$ cat config.mk
export PLATFORM = sky130hd
export DESIGN_NAME = ethernetIo
export DESIGN_NICKNAME = d
export VERILOG_FILES = /design/src/ethernetIoPkg.sv /design/src/ethFrameDecoder.sv /design/src/ethCommandPort.sv /design/src/ethSequencer.sv /design/src/ethernetIo.sv
export VERILOG_INCLUDE_DIRS = /design/src /design/src/src
export SDC_FILE = /design/constraint.sdc
export NUM_CORES = 1
export LEC_CHECK = 0
export BUFFER_PORTS_ARGS = -buffer_cell sky130_fd_sc_hd__clkbuf_2
export CORE_MARGIN = 1
export CORE_UTILIZATION = 50
export CTS_CLUSTER_SIZE = 30
export DETAILED_ROUTE_END_ITERATION = 8
export PLACE_DENSITY_LB_ADDON = 0.2
export REMOVE_ABC_BUFFERS = 1
export SYNTH_ARGS = -nofsm -noshare
export SYNTH_HDL_FRONTEND = slang
export SYNTH_HIERARCHICAL = 1
export SYNTH_SLANG_ARGS = --single-unit
$ cat constraint.sdc
create_clock -name sysclk -period 4 [get_ports sysclk]
set_input_delay 0.8 -clock sysclk [delete_from_list [all_inputs] [get_ports sysclk]]
set_output_delay 0.8 -clock sysclk [all_outputs]
set_load 0.01 [all_outputs]
$ cat src/ethernetIo_macros.svh
//**********************************************************
// KSZ8851 constants
// Register map, init values, chip ID, bit positions, frame layout
//**********************************************************
`ifndef ETHERNETIO_MACROS_SVH
`define ETHERNETIO_MACROS_SVH

// Register addresses
`define ETH_REG_CHIPID   8'hC0
`define ETH_REG_MARL     8'h10   // MAC address low
`define ETH_REG_MARM     8'h12
`define ETH_REG_MARH     8'h14
`define ETH_REG_TXCR     8'h70   // Transmit control
`define ETH_REG_RXCR1    8'h74   // Receive control 1
`define ETH_REG_RXFHSR   8'h7C   // Receive frame header status
`define ETH_REG_RXFHBCR  8'h7E   // Receive frame header byte count
`define ETH_REG_RXQCR    8'h82   // RXQ command
`define ETH_REG_TXFDPR   8'h84
`define ETH_REG_RXFDPR   8'h86
`define ETH_REG_IER      8'h90
`define ETH_REG_ISR      8'h92
`define ETH_REG_RXFCTR   8'h9C   // Frame count and threshold

// Values written during initialization
`define ETH_MAC_LOW      16'h9400
`define ETH_MAC_MID      16'h0E13
`define ETH_MAC_HIGH     16'hFA61
`define ETH_INIT_TXFDPR  16'h4000   // TX frame pointer auto increment
`define ETH_INIT_TXCR    16'h01EE   // TX flow control, CRC and padding
`define ETH_INIT_RXFDPR  16'h5000   // RX frame pointer auto increment, pointer 0
`define ETH_INIT_RXFCTR  16'h0001   // Threshold of one frame
`define ETH_INIT_RXCR1   16'h7CE0   // Checksums, filtering, broadcast/multicast/unicast
`define ETH_INIT_RXQCR   16'h0020   // Frame count threshold, no auto-dequeue
`define ETH_INIT_ISR     16'hFFFF   // Clear all pending interrupts
`define ETH_INIT_IER     16'h2000   // Receive interrupt only
`define ETH_INIT_WRITES  11

`define ETH_CHIPID       12'h887

// Bit positions
`define ETH_BIT_RXIS         13
`define ETH_BIT_FRAME_VALID  15
`define ETH_BIT_DMA          3
`define ETH_BIT_FLUSH        0

// DMA frame layout in words
`define ETH_SKIP_WORDS    3
`define ETH_HEADER_WORDS  7
`define ETH_LEN_QREAD     16'd16
`define ETH_LEN_QWRITE    16'd20

`endif

$ cat src/ethernetIoPkg.sv
//**********************************************************
// Ethernet I/O types
// Chip words, register addresses and the enums of the KSZ8851 sequencer
//**********************************************************
package ethernetIoPkg;

    typedef logic [15:0] word_t;      // KSZ8851 data word
    typedef logic [7:0]  regAddr_t;   // KSZ8851 register address

    // Command kinds carried by the command port
    typedef enum logic [1:0] {
        regRead,
        regWrite,
        dmaRead
    } cmdKind_e;

    // Classification from the header length word
    typedef enum logic [1:0] {
        quadReadFrame,
        quadWriteFrame,
        otherFrame
    } frameClass_e;

    typedef enum logic [4:0] {
        seqIdle,
        seqWaitDone,      // Command in flight, waiting for done
        // Initialization
        seqChipId,
        seqInitWrite,
        seqTxEnRead,
        seqTxEnWrite,
        seqRxEnRead,
        seqRxEnWrite,
        seqInitDone,
        // Receive service
        seqIsrCheck,
        seqFrameCount,
        seqCountCheck,
        seqFrameStatus,
        seqStatusCheck,
        seqFrameLength,
        seqDmaRead,
        seqDmaSet,
        seqDmaWord,
        seqFlushRead,
        seqFlushWrite
    } seqState_e;

endpackage

$ cat src/ethFrameDecoder.sv
//**********************************************************
// DMA header decoder
// Counts header words and classifies the frame by its length word
//**********************************************************
`timescale 1ns/1ps
`include "ethernetIo_macros.svh"

module ethFrameDecoder (
    input  logic                 sysclk,
    input  logic                 reset,
    input  logic                 frameStart,
    input  logic                 done,
    input  logic                 dmaWord,
    input  ethernetIoPkg::word_t readWord,
    output logic                 headerDone,
    output logic                 quadRead,
    output logic                 quadWrite
);
    import ethernetIoPkg::*;

    logic [3:0]  wordCount;    // DMA words seen since frameStart
    logic        lengthWord;   // Current DMA word is the length word
    frameClass_e frameClass;

    assign lengthWord = done && dmaWord && !headerDone
                        && (wordCount == 4'(`ETH_SKIP_WORDS + `ETH_HEADER_WORDS - 1));

    always_comb
    begin
        if (readWord == `ETH_LEN_QREAD)
            frameClass = quadReadFrame;
        else if (readWord == `ETH_LEN_QWRITE)
            frameClass = quadWriteFrame;
        else
            frameClass = otherFrame;
    end

    always_ff @(posedge sysclk or negedge reset)
    begin
        if (!reset)
        begin
            wordCount  <= '0;
            headerDone <= 1'b0;
            quadRead   <= 1'b0;
            quadWrite  <= 1'b0;
        end
        else if (frameStart)
        begin
            wordCount  <= '0;
            headerDone <= 1'b0;
        end
        else if (done && dmaWord && !headerDone)
        begin
            wordCount <= wordCount + 4'd1;
            if (lengthWord)
            begin
                headerDone <= 1'b1;
                if (frameClass == quadReadFrame)
                    quadRead <= ~quadRead;
                if (frameClass == quadWriteFrame)
                    quadWrite <= ~quadWrite;
            end
        end
    end

endmodule

$ cat src/ethCommandPort.sv
//**********************************************************
// KSZ8851 command port
// Carries one register or DMA command over the cmdReq/cmdAck handshake
//**********************************************************
`timescale 1ns/1ps

module ethCommandPort (
    input  logic                    sysclk,
    input  logic                    reset,
    input  logic                    start,
    input  ethernetIoPkg::cmdKind_e cmdKind,
    input  ethernetIoPkg::regAddr_t cmdAddr,
    input  ethernetIoPkg::word_t    cmdData,
    input  logic                    cmdAck,
    input  logic                    readValid,
    input  ethernetIoPkg::word_t    ReadData,
    output logic                    busy,
    output logic                    done,
    output logic                    dmaWord,
    output logic                    cmdReq,
    output logic                    isDMA,
    output logic                    isWrite,
    output logic                    isWord,
    output ethernetIoPkg::regAddr_t RegAddr,
    output ethernetIoPkg::word_t    WriteData,
    output ethernetIoPkg::word_t    readWord
);
    import ethernetIoPkg::*;

    typedef enum logic [1:0] {
        portIdle,
        portWaitAck,
        portWaitAckClear,
        portWaitRead
    } portState_e;

    portState_e state;
    logic       finish;   // Command completes this cycle

    assign busy   = (state != portIdle);
    assign isWord = 1'b1;   // All transfers are words

    // A write ends when cmdAck drops, a read when its data is valid after that
    always_comb
    begin
        finish = 1'b0;
        if (state == portWaitAckClear && !cmdAck)
            finish = isWrite || readValid;
        else if (state == portWaitRead)
            finish = readValid;
    end

    always_ff @(posedge sysclk or negedge reset)
    begin
        if (!reset)
        begin
            state   <= portIdle;
            cmdReq  <= 1'b0;
            isDMA   <= 1'b0;
            isWrite <= 1'b0;
            done    <= 1'b0;
            dmaWord <= 1'b0;
        end
        else
        begin
            done    <= finish;
            dmaWord <= finish && isDMA;
            case (state)
                portIdle:
                    if (start)
                    begin
                        cmdReq  <= 1'b1;
                        isDMA   <= (cmdKind == dmaRead);
                        isWrite <= (cmdKind == regWrite);
                        state   <= portWaitAck;
                    end
                portWaitAck:
                    if (cmdAck)
                    begin
                        cmdReq <= 1'b0;   // Drop request once accepted
                        state  <= portWaitAckClear;
                    end
                portWaitAckClear:
                    if (!cmdAck)
                        state <= finish ? portIdle : portWaitRead;
                default:
                    if (readValid)
                        state <= portIdle;
            endcase
        end
    end

    // Address, write data and read result
    always_ff @(posedge sysclk)
    begin
        if (start && state == portIdle)
        begin
            RegAddr   <= cmdAddr;
            WriteData <= cmdData;
        end
        if (finish && !isWrite)
            readWord <= ReadData;
    end

endmodule

$ cat src/ethSequencer.sv
//**********************************************************
// KSZ8851 sequencer
// Chip init and receive interrupt service, one command at a time
//**********************************************************
`timescale 1ns/1ps
`include "ethernetIo_macros.svh"

module ethSequencer (
    input  logic                    sysclk,
    input  logic                    reset,
    input  logic                    initReq,
    input  logic                    ETH_IRQn,
    input  logic                    receiveEnabled,
    input  logic                    busy,
    input  logic                    done,
    input  ethernetIoPkg::word_t    readWord,
    input  logic                    headerDone,
    output logic                    initAck,
    output logic                    initOK,
    output logic                    start,
    output logic                    frameStart,
    output ethernetIoPkg::cmdKind_e cmdKind,
    output ethernetIoPkg::regAddr_t cmdAddr,
    output ethernetIoPkg::word_t    cmdData
);
    import ethernetIoPkg::*;

    seqState_e   state;
    seqState_e   retState;     // Where to go when the command completes
    logic [3:0]  initIdx;      // Position in the init write table
    logic [7:0]  frameCount;   // Frames left to service
    logic [23:0] initEntry;    // {address, value}

    always_comb
    begin
        case (initIdx)
            4'd0:    initEntry = {`ETH_REG_MARL, `ETH_MAC_LOW};
            4'd1:    initEntry = {`ETH_REG_MARM, `ETH_MAC_MID};
            4'd2:    initEntry = {`ETH_REG_MARH, `ETH_MAC_HIGH};
            4'd3:    initEntry = {`ETH_REG_TXFDPR, `ETH_INIT_TXFDPR};
            4'd4:    initEntry = {`ETH_REG_TXCR, `ETH_INIT_TXCR};
            4'd5:    initEntry = {`ETH_REG_RXFDPR, `ETH_INIT_RXFDPR};
            4'd6:    initEntry = {`ETH_REG_RXFCTR, `ETH_INIT_RXFCTR};
            4'd7:    initEntry = {`ETH_REG_RXCR1, `ETH_INIT_RXCR1};
            4'd8:    initEntry = {`ETH_REG_RXQCR, `ETH_INIT_RXQCR};
            4'd9:    initEntry = {`ETH_REG_ISR, `ETH_INIT_ISR};
            default: initEntry = {`ETH_REG_IER, `ETH_INIT_IER};
        endcase
    end

    // Hand one command to the command port and wait for its done
    task automatic issueCmd(input cmdKind_e kind, input regAddr_t addr, input word_t data,
                            input seqState_e ret);
        start    <= 1'b1;
        cmdKind  <= kind;
        cmdAddr  <= addr;
        cmdData  <= data;
        retState <= ret;
        state    <= seqWaitDone;
    endtask

    always_ff @(posedge sysclk or negedge reset)
    begin
        if (!reset)
        begin
            state      <= seqIdle;
            retState   <= seqIdle;
            initIdx    <= '0;
            frameCount <= '0;
            initAck    <= 1'b0;
            initOK     <= 1'b0;
            start      <= 1'b0;
            frameStart <= 1'b0;
            cmdKind    <= regRead;
            cmdAddr    <= '0;
            cmdData    <= '0;
        end
        else
        begin
            start      <= 1'b0;
            frameStart <= 1'b0;
            case (state)
                seqIdle:
                    if (initReq && !initAck)   // Init wins over the interrupt
                    begin
                        initAck <= 1'b1;
                        initOK  <= 1'b0;
                        issueCmd(regRead, `ETH_REG_CHIPID, '0, seqChipId);
                    end
                    else if (!ETH_IRQn && receiveEnabled)
                        issueCmd(regRead, `ETH_REG_ISR, '0, seqIsrCheck);
                seqWaitDone:
                    if (done && !busy)
                        state <= retState;
                seqChipId:
                begin
                    initAck <= 1'b0;
                    initIdx <= '0;
                    state   <= (readWord[15:4] == `ETH_CHIPID) ? seqInitWrite : seqIdle;
                end
                seqInitWrite:
                begin
                    initIdx <= initIdx + 4'd1;
                    issueCmd(regWrite, initEntry[23:16], initEntry[15:0],
                             (initIdx == 4'(`ETH_INIT_WRITES - 1)) ? seqTxEnRead : seqInitWrite);
                end
                seqTxEnRead:
                    issueCmd(regRead, `ETH_REG_TXCR, '0, seqTxEnWrite);
                seqTxEnWrite:
                    issueCmd(regWrite, `ETH_REG_TXCR, {readWord[15:1], 1'b1}, seqRxEnRead);
                seqRxEnRead:
                    issueCmd(regRead, `ETH_REG_RXCR1, '0, seqRxEnWrite);
                seqRxEnWrite:
                    issueCmd(regWrite, `ETH_REG_RXCR1, {readWord[15:1], 1'b1}, seqInitDone);
                seqInitDone:
                begin
                    initOK <= 1'b1;
                    state  <= seqIdle;
                end
                seqIsrCheck:
                    if (readWord[`ETH_BIT_RXIS])   // Write 1 to clear RXIS
                        issueCmd(regWrite, `ETH_REG_ISR, readWord | (16'd1 << `ETH_BIT_RXIS),
                                 seqFrameCount);
                    else
                        state <= seqIdle;
                seqFrameCount:
                    issueCmd(regRead, `ETH_REG_RXFCTR, '0, seqCountCheck);
                seqCountCheck:
                begin
                    frameCount <= readWord[15:8];
                    state      <= (readWord[15:8] == 8'd0) ? seqIdle : seqFrameStatus;
                end
                seqFrameStatus:
                    issueCmd(regRead, `ETH_REG_RXFHSR, '0, seqStatusCheck);
                seqStatusCheck:
                begin
                    frameCount <= frameCount - 8'd1;
                    if (readWord[`ETH_BIT_FRAME_VALID])
                        issueCmd(regRead, `ETH_REG_RXFHBCR, '0, seqFrameLength);
                    else
                        state <= seqFlushRead;   // Invalid frames are only flushed
                end
                seqFrameLength:   // Byte count is not needed, rewind the RX pointer
                    issueCmd(regWrite, `ETH_REG_RXFDPR, `ETH_INIT_RXFDPR, seqDmaRead);
                seqDmaRead:
                    issueCmd(regRead, `ETH_REG_RXQCR, '0, seqDmaSet);
                seqDmaSet:
                begin
                    frameStart <= 1'b1;
                    issueCmd(regWrite, `ETH_REG_RXQCR, readWord | (16'd1 << `ETH_BIT_DMA),
                             seqDmaWord);
                end
                seqDmaWord:
                    if (headerDone)
                        state <= seqFlushRead;
                    else
                        issueCmd(dmaRead, `ETH_REG_RXQCR, '0, seqDmaWord);
                seqFlushRead:
                    issueCmd(regRead, `ETH_REG_RXQCR, '0, seqFlushWrite);
                default:   // Flush clears DMA mode and releases the frame
                    issueCmd(regWrite, `ETH_REG_RXQCR,
                             (readWord & ~(16'd1 << `ETH_BIT_DMA)) | (16'd1 << `ETH_BIT_FLUSH),
                             (frameCount == 8'd0) ? seqIdle : seqFrameStatus);
            endcase
        end
    end

endmodule

$ cat src/ethernetIo.sv
//**********************************************************
// KSZ8851 Ethernet I/O
// Sequencer, command port and header decoder above the chip interface
//**********************************************************
`timescale 1ns/1ps

module ethernetIo (
    input  logic                    sysclk,
    input  logic                    reset,
    input  logic                    ETH_IRQn,         // Chip interrupt, active low
    input  logic                    receiveEnabled,
    output logic                    quadRead,
    output logic                    quadWrite,
    input  logic                    initReq,
    output logic                    initAck,
    output logic                    cmdReq,
    input  logic                    cmdAck,
    input  logic                    readValid,
    output logic                    isDMA,
    output logic                    isWrite,
    output logic                    isWord,
    output ethernetIoPkg::regAddr_t RegAddr,
    output ethernetIoPkg::word_t    WriteData,
    input  ethernetIoPkg::word_t    ReadData,
    output logic                    initOK
);
    import ethernetIoPkg::*;

    logic     start;
    logic     busy;
    logic     done;
    logic     dmaWord;
    logic     frameStart;
    logic     headerDone;
    cmdKind_e cmdKind;
    regAddr_t cmdAddr;
    word_t    cmdData;
    word_t    readWord;

    ethSequencer seq0 (
        .sysclk(sysclk), .reset(reset), .initReq(initReq), .ETH_IRQn(ETH_IRQn),
        .receiveEnabled(receiveEnabled), .busy(busy), .done(done), .readWord(readWord),
        .headerDone(headerDone), .initAck(initAck), .initOK(initOK), .start(start),
        .frameStart(frameStart), .cmdKind(cmdKind), .cmdAddr(cmdAddr), .cmdData(cmdData)
    );

    ethCommandPort port0 (
        .sysclk(sysclk), .reset(reset), .start(start), .cmdKind(cmdKind),
        .cmdAddr(cmdAddr), .cmdData(cmdData), .cmdAck(cmdAck), .readValid(readValid),
        .ReadData(ReadData), .busy(busy), .done(done), .dmaWord(dmaWord),
        .cmdReq(cmdReq), .isDMA(isDMA), .isWrite(isWrite), .isWord(isWord),
        .RegAddr(RegAddr), .WriteData(WriteData), .readWord(readWord)
    );

    ethFrameDecoder dec0 (
        .sysclk(sysclk), .reset(reset), .frameStart(frameStart), .done(done),
        .dmaWord(dmaWord), .readWord(readWord), .headerDone(headerDone),
        .quadRead(quadRead), .quadWrite(quadWrite)
    );

endmodule

* After elaboration in Yosys (flattened, before gate mapping) *
Memories as Yosys holds them, arrays and structs flattened.
Cells that the tools add are included.

word-level totals
  register bits after elaboration = 106
  ROM bits = 368
  bits of input ports = 23
  output and inout bits = 32
  word-level logic and storage cells = 182
  memories kept = 1

operators by class
  $add $sub $neg = 3
  equal/unequal tests = 38
  muxes and demuxes = 66
  bitwise logic cells = 4
  reductions and logical operators = 46

memory list
  memory           depth  width  read ports  clocked after Yosys merged registers in  write ports  RTL line            source
  (no name shown)  16     23     1           0                                        0            ethSequencer.sv:36  case (initIdx)

operators with widths
  operator              number
  $pmux 16 s10          1
  $pmux 8 s11           1
  $mux 16               5
  $pmux 5 s16           1
  $mux 5                10
  $eq 5x4->1 const B    8
  $mux 8                5
  $pmux 5 s8            1
  $eq 16x5->1 const B   2
  $mux 2                13
  $eq 5x3->1 const B    4
  $logic_not 8->1       2
  $mux 1                16
  $mux 4                4
  $pmux 8 s2            1
  $reduce_bool 2->1     8
  $eq 5x5->1 const B    3
  $eq 12x12->1 const B  1
  $pmux 2 s6            1
  $reduce_and 4->1      3
  $eq 5x2->1 const B    2
  $logic_and 1x1->1     10
  $reduce_and 2->1      5
  $add 4x1->4 const B   2
  24 further kinds      48

* Depth between registers and ports, before layout *
Gate-level depths: netlist of run 1.

  depth in word-level cells = 6
  gate-level depth with buffers = 8
  mapped depth without buffers = 7

* Hierarchy *
The synthesis of run 1 kept the hierarchy.

by module, submodules not included
  module           times used  cells each  area each (µm²)  sequential area each (µm²)
  ethSequencer     1           389         3447.1           1276.2
  ethCommandPort   1           89          1655.3           1376.3
  ethFrameDecoder  1           36          402.9            175.2

* Worst setup path after synthesis of run 1 *
Ideal clock, no wire load.

  path type = input to register
  from = input cmdAck
  to = register port0.readWord[0] (enable)
  setup time = 0.390 ns
  arrival = 1.861 ns
  data required time = 3.610 ns
  setup slack = 1.749 ns
  cell stages on the path = 3
  buffers on the path = 0
  cells stage by stage = nand2b_1 -> o21ai_1 -> nor2b_1

between the ends
  cells in the longest elaborated chain, start to end = 4

RTL lines
  item                    RTL line               source
  start: declaration      ethernetIo.sv:17       input logic cmdAck,
  $logic_not 1->1         ethCommandPort.sv:47   if (state == portWaitAckClear && !cmdAck)
  $logic_and 1x1->1       ethCommandPort.sv:47
  $mux 1                  ethCommandPort.sv:47
  net port0.finish        ethCommandPort.sv:38   logic finish;
  $logic_and 1x1->1       ethCommandPort.sv:101  if (finish && !isWrite)
  end signal: assignment  ethCommandPort.sv:102  readWord <= ReadData;
  end: declaration        ethCommandPort.sv:26   output ethernetIoPkg::word_t readWord

The timed path passes the listed nets, and every way through them passes these cells.
A chain may end at the register's enable or synchronous reset.

* Worst setup path in the final report of run 1 *
  from = register seq0.state[2]
  to = register seq0.cmdData[10]

between the ends
  cells in the longest elaborated chain, start to end = 4
  elaborated cells between the ends (all ways) = 29
  those cells by class = eq/ne: 22; mux: 1; bitwise: 1; reduce/logical: 5

RTL lines
  item                                                                  RTL line            source
  start: declaration                                                    ethSequencer.sv:28  seqState_e state;
  start signal: assignment                                              ethSequencer.sv:66  state <= seqIdle;
  start signal: assignment                                              ethSequencer.sv:94  state <= retState;
  start signal: assignment                                              ethSequencer.sv:99  state <= (readWord[15:4] == `ETH_CHIPID) ? seqInitWrite : seqIdle;
  parallel branches: the longest is 4 deep, another holds $pmux 16 s10  n/a
  end signal: assignment                                                ethSequencer.sv:76  cmdData <= '0;
  end: declaration                                                      ethSequencer.sv:24  output ethernetIoPkg::word_t cmdData

Several ways; the timed one is not identified.

==> results of run 1 <==
-- registers in the layout, summed over array words and instances (netlist names), 2 cells and up --
register / count
seq0/cmdKind: 2
seq0/initIdx: 4
seq0/retState: 5
seq0/cmdAddr: 7
port0/WriteData: 16
dec0/wordCount: 4
seq0/cmdData: 16
seq0/state: 5
port0/readWord: 16
port0/RegAddr: 8
seq0/frameCount: 8
port0/state: 2
-- cell families after synthesis --
logic type | count (synthesis) | share of synthesized area (%)
buf+inv | 49 | 4.45
other cells | 2 | 0.136
fa+ha+maj | 14 | 3.14
flops | 105 | 51.4
mux | 23 | 4.61
xor+xnor | 9 | 1.43
simple gates | 173 | 17.6
compound gates | 139 | 17.3
-- routing by layer --
| layer | GRT usage (%) | wire length, µm | vias to the layer above |
|---|---|---|---|
| li1 | - | - | 2005 |
| met1 | 34.5 | 6080 | 2048 |
| met2 | 37.3 | 5860 | 132 |
| met3 | 3.59 | 686 | 14 |
| met4 | 8.61 | 177 | 0 |
| met5 | 0 | 0 | - |
-- worst paths after layout --
kind,end,cells past startpoint
max,seq0/cmdData[10],6
min,seq0/retState[3],1
max reg2reg,seq0/cmdData[10],6
min reg2reg,port0/RegAddr[2],0
max in group asynchronous,seq0/initIdx[1],2
min in group sysclk,port0/RegAddr[2],0
-- power breakdown --
part | switching (mW) | leakage [nW] | internal (mW)
Combinational | 0.945 | 1.20 | 0.722
Clock | 0.365 | 0.0903 | 0.248
Sequential | 0.306 | 1.19 | 1.50
-- cell type report --
class | instances | area [µm²]
fillers | 922 | 4480
well taps | 136 | 170
inverters | 22 | 82.6
clock inverters | 5 | 38.8
multi-input cells | 360 | 2430
repair buffers | 62 | 333
flip-flops and latches | 105 | 2830
clock buffers | 11 | 141
-- Yosys cell counts (all sizes together) (6+ instances only) --
library cell   n
a21oi         31
o211ai         9
buf           19
a31oi          6
o21ai         28
a22o           9
clkbuf         8
nor2b         12
mux2          19
nand2         47
inv           21
edfxtp        40
nor2          26
ha            13
nor3          17
nand2b        15
dfrtp         65
nand3         16
nor4           6
-- worst max-delay path, stage by stage (launching register included) --
cell and delay, ns:
dfrtp_1 1.05, or3_1 0.29, o211ai_1 0.15, or2_2 0.36, o21ai_2 0.14, buf_4 0.29, mux2_1 0.35
-- metrics by stage --
| step | std cells | setup WS (ns) |
|---|---|---|
| 6_report | 701 | 1.23 |
| 5_1_grt | 701 | 1.03 |
| 4_1_cts | 701 | 1.26 |
| 3_5_place_dp | 685 | 1.29 |
| 3_3_place_gp | 685 | 1.32 |
| 2_1_floorplan | 487 | 1.18 |
==> metrics.csv, run 1 <==
metric;value;unit
crit_start;seq0/state[2];
power.density;678;nW/µm²
slew_viol_final;0;
critPathArrivalTime;3.03;ns
whs;0.323;ns
core;10500;µm²
ys_ff_latch;105;
hp-class;primary input to asynchronous set/reset pin;
initial_core_util;52.4;%
drt-wirelength-per-cell;18.3;µm
worst-path-max-fanout;32;
setup_viol;0;
ys_seq_area_share;51.4;%
grt_max_degree;35;
gp_congestion;0.905;
crit_path_end_kind;flip-flop;
remaining_drc_errors;0;
insertion_delay;0.38;ns
path_clk_slew;0.10;ns
worst_slew_pin_slew;1.06;ns
cp.required;4.27;ns
reg2reg_slack;1.23;ns
drtIter0Drc;282;
htreeDepth;3;
status;finished clean;
antenna_found_initial;0;
die_area;11400;µm²
ys.flop_type;dfrtp_1;
synth_cell_types;79;
final_core_util;57.3;%
postCtsSetupRepairBufs;0;
finalCriticalPeriod;2.77;ns
syn_area;5510;µm²
cts_tree;built;
grt_pass1_wl;20.9;mm
grt_pass1_vias;3961;
final_common_cell;dfrtp_1;
power_leakage;2.48;nW
place_area;5850;µm²
postRouteAntennaNets;0;
rsz0062_at_grt;false;
grt.overflow.total;0;
synthCells;514;
maxCapViolations;0;
chipHeight;107;µm
fin_crit_sh;69.2;%
mostFrequentLayoutCells;dfrtp_1 (65), clkbuf_2 (53), nand2_1 (47);
port_buffers;53;
synth.largest_area_cell;dfrtp_1;
worstSetupPathType;flip-flop to flip-flop;
drive_above_1_share;16.6;%
drtPass1Iterations;5;
via_per_inst;5.99;
cts_repair_resize_count;0;
grt_usage;24.1;%
synth_edf_count;40;
synth_top_cells_by_area;dfrtp_1 (30%), edfxtp_1 (22%), mux2_1 (3.7%);
final_area;6030;µm²
clock-sinks;105;
rows;37;
syn_to_final_growth;9.45;%
synthArstFlopShare;61.9;%
synth_top_area_share;29.5;%
critPathLaunchType;flip-flop;
avgSynthCellArea;10.7;µm²
vdd_ir_drop_max;0.352;mV
cts_buffers;9;
root_buffer;clkbuf_8;
slew_headroom;29.5;%
r2r-start;seq0/state[2];
report.power.total;4.09;mW
clockBufferDepth;2;
nets;596;
clock.fmax;0.361;GHz
ctsHoldBuffers;0;
dieWidth;107;µm
io_pins;55;
dp_hpwl;9.24;mm
fin_worst_skew;0.0112;ns
final-hold-violation-count;0;
fin_tns_setup;0;ns
antenna_cells;0;
yosys_warnings;6;
vias;4199;
drt_wl_total;12.8;mm
Power figures use the tool's default switching activity.
==> run 2, diff against run 1 <==
==> constraint.sdc (replaced) <==
create_clock -name sysclk -period 2.74 [get_ports sysclk]
set_input_delay 0.548 -clock sysclk [delete_from_list [all_inputs] [get_ports sysclk]]
set_output_delay 0.548 -clock sysclk [all_outputs]
set_load 0.01 [all_outputs]
==> run 2 against run 1 <==
Utilization is 0.98 points higher. Non-clock buffer count is 14 higher. Sequential share of layout area is 0.79 points lower. Clock skew is 0.0044 ns higher. Critical path type unchanged. Largest cell class unchanged.
==> metrics.csv, run 2 (synthesis results as in run 1) <==
metric;value;unit
grt_pass1_vias;4091;
slew_headroom;43.7;%
maxCapViolations;0;
slew_viol_final;0;
drt-wirelength-per-cell;18.2;µm
drt_wl_total;13.0;mm
chipHeight;107;µm
ctsHoldBuffers;0;
critPathArrivalTime;2.68;ns
drtIter0Drc;357;
whs;0.335;ns
syn_to_final_growth;11.3;%
grt_max_degree;66;
via_per_inst;6.04;
antenna_found_initial;0;
place_inst;699;
crit_path_end_kind;flip-flop;
die_area;11400;µm²
status;finished clean;
final_core_util;58.3;%
nets;610;
worst_slew_pin_slew;0.844;ns
remaining_drc_errors;0;
cts_buffers;9;
antenna_cells;0;
cts_tree;built;
clockBufferDepth;2;
hp-class;primary input to asynchronous set/reset pin;
crit_path_frequent_cell;buf_4;
drtPass1Iterations;5;
worstSetupPathType;flip-flop to flip-flop;
mostFrequentLayoutCells;dfrtp_1 (65), clkbuf_2 (53), nand2_1 (47);
setup_viol;0;
clock.fmax;0.411;GHz
cp_num_buf_inv;2;
fin_cells;715;
postCtsSetupRepairBufs;0;
rsz0062_at_grt;false;
postRouteAntennaNets;0;
wl_met3;816;µm
critPathLaunchType;flip-flop;
htreeDepth;3;
crit_path_cell_trace;buf_4, or3_1, o211ai_1, a22oi_1, buf_4, a221oi_1, a21oi_1;
grt_usage;24.2;%
cts_repair_resize_count;0;
dieWidth;107;µm
drive_above_1_share;18.7;%
fin_crit_sh;88.9;%
root_buffer;clkbuf_8;
slowest_stage;dfrtp_1;
fin_worst_skew;0.0156;ns
highest_layer;met4;
clock-sinks;105;
core;10500;µm²
vias;4319;
worst-path-max-fanout;17;
gp_congestion;1.02;
final-hold-violation-count;0;
fillers;899;
path_clk_slew;0.11;ns
insertion_delay;0.38;ns
finalCriticalPeriod;2.44;ns
grt.overflow.total;0;
grt_pass1_wl;21.2;mm
io_pins;55;
final_common_cell;dfrtp_1;
power_leakage;2.55;nW
vdd_ir_drop_max;0.499;mV
dp_hpwl;9.38;mm
rows;37;
critical-path-max-stage-delay;0.58;ns
cp.required;2.98;ns
port_buffers;53;
met1_length;5.95;mm
wl_met2;5.97;mm
top_regs;port0/WriteData: 16 flops, port0/readWord: 16 flops, seq0/cmdData: 16 flops;
cpLargestDelayFamily;compound AO/OA/AOI/OAI gates;
initial_core_util;52.4;%
power.density;984;nW/µm²
## run 2: cell count changes in the layout (fill, tap and decap cells not counted)
cell      previous run  this run
clkinv_4             1         2
inv_6                2         1
inv_8                0         1
clkbuf_8            10         9
buf_4                9        23
## run 2: routing by layer
| metal | vias up | track usage, % |
|---|---|---|
| li1 | 2033 | - |
| met5 | - | 0 |
| met2 | 159 | 37.2 |
| met4 | 0 | 8.81 |
| met3 | 22 | 4.01 |
| met1 | 2105 | 34.7 |
## run 2: final cells by class
cell class                 count  area (µm²)  share of cell area, %
clock buffer                  10         128                   2.08
clock inverter                 6        50.0                  0.817
inverter                      22        82.6                   1.35
multi-input combinational    360        2430                   39.7
sequential                   105        2830                   46.1
tap                          136         170                   2.78
timing repair buffer          76         438                   7.15
## run 2: through the flow
step | TNS, ns | cell area (µm²) | total power, mW | setup WS [ns]
2_1_floorplan | -1.02 | 5340 | 4.24 | -0.0824
4_1_cts | 0 | 6130 | 6.03 | 0.340
5_1_grt | 0 | 6130 | 6.43 | 0.187
3_3_place_gp | 0 | 5950 | 5.08 | 0.379
3_5_place_dp | 0 | 5950 | 5.14 | 0.362
6_report | 0 | 6130 | 6.03 | 0.304
## run 2: final timing paths
kind	startpoint	to	slack (ns)	cells past startpoint
min reg2reg	seq0/cmdData[9]	port0/WriteData[9]	0.45	0
min in group sysclk	ReadData[2]	port0/readWord[2]	0.34	1
max	seq0/state[0]	seq0/cmdData[12]	0.30	7
min	reset	port0/isDMA	0.33	2
max in group asynchronous	reset	seq0/initIdx[0]	1.83	2
max reg2reg	seq0/state[0]	seq0/cmdData[12]	0.30	7
## run 2: worst reg2reg max path, cell delays in order, from the launching register on
cell	delay (ns)
dfrtp_1	0.58
buf_4	0.30
or3_1	0.35
o211ai_1	0.12
a22oi_1	0.12
buf_4	0.20
a221oi_1	0.50
a21oi_1	0.14
## run 2: report_power, final
part	leakage [nW]	internal [mW]	total (mW)	switching, mW
logic	1.27	1.11	2.56	1.45
clock network	0.0888	0.342	0.889	0.547
registers	1.19	2.19	2.58	0.386
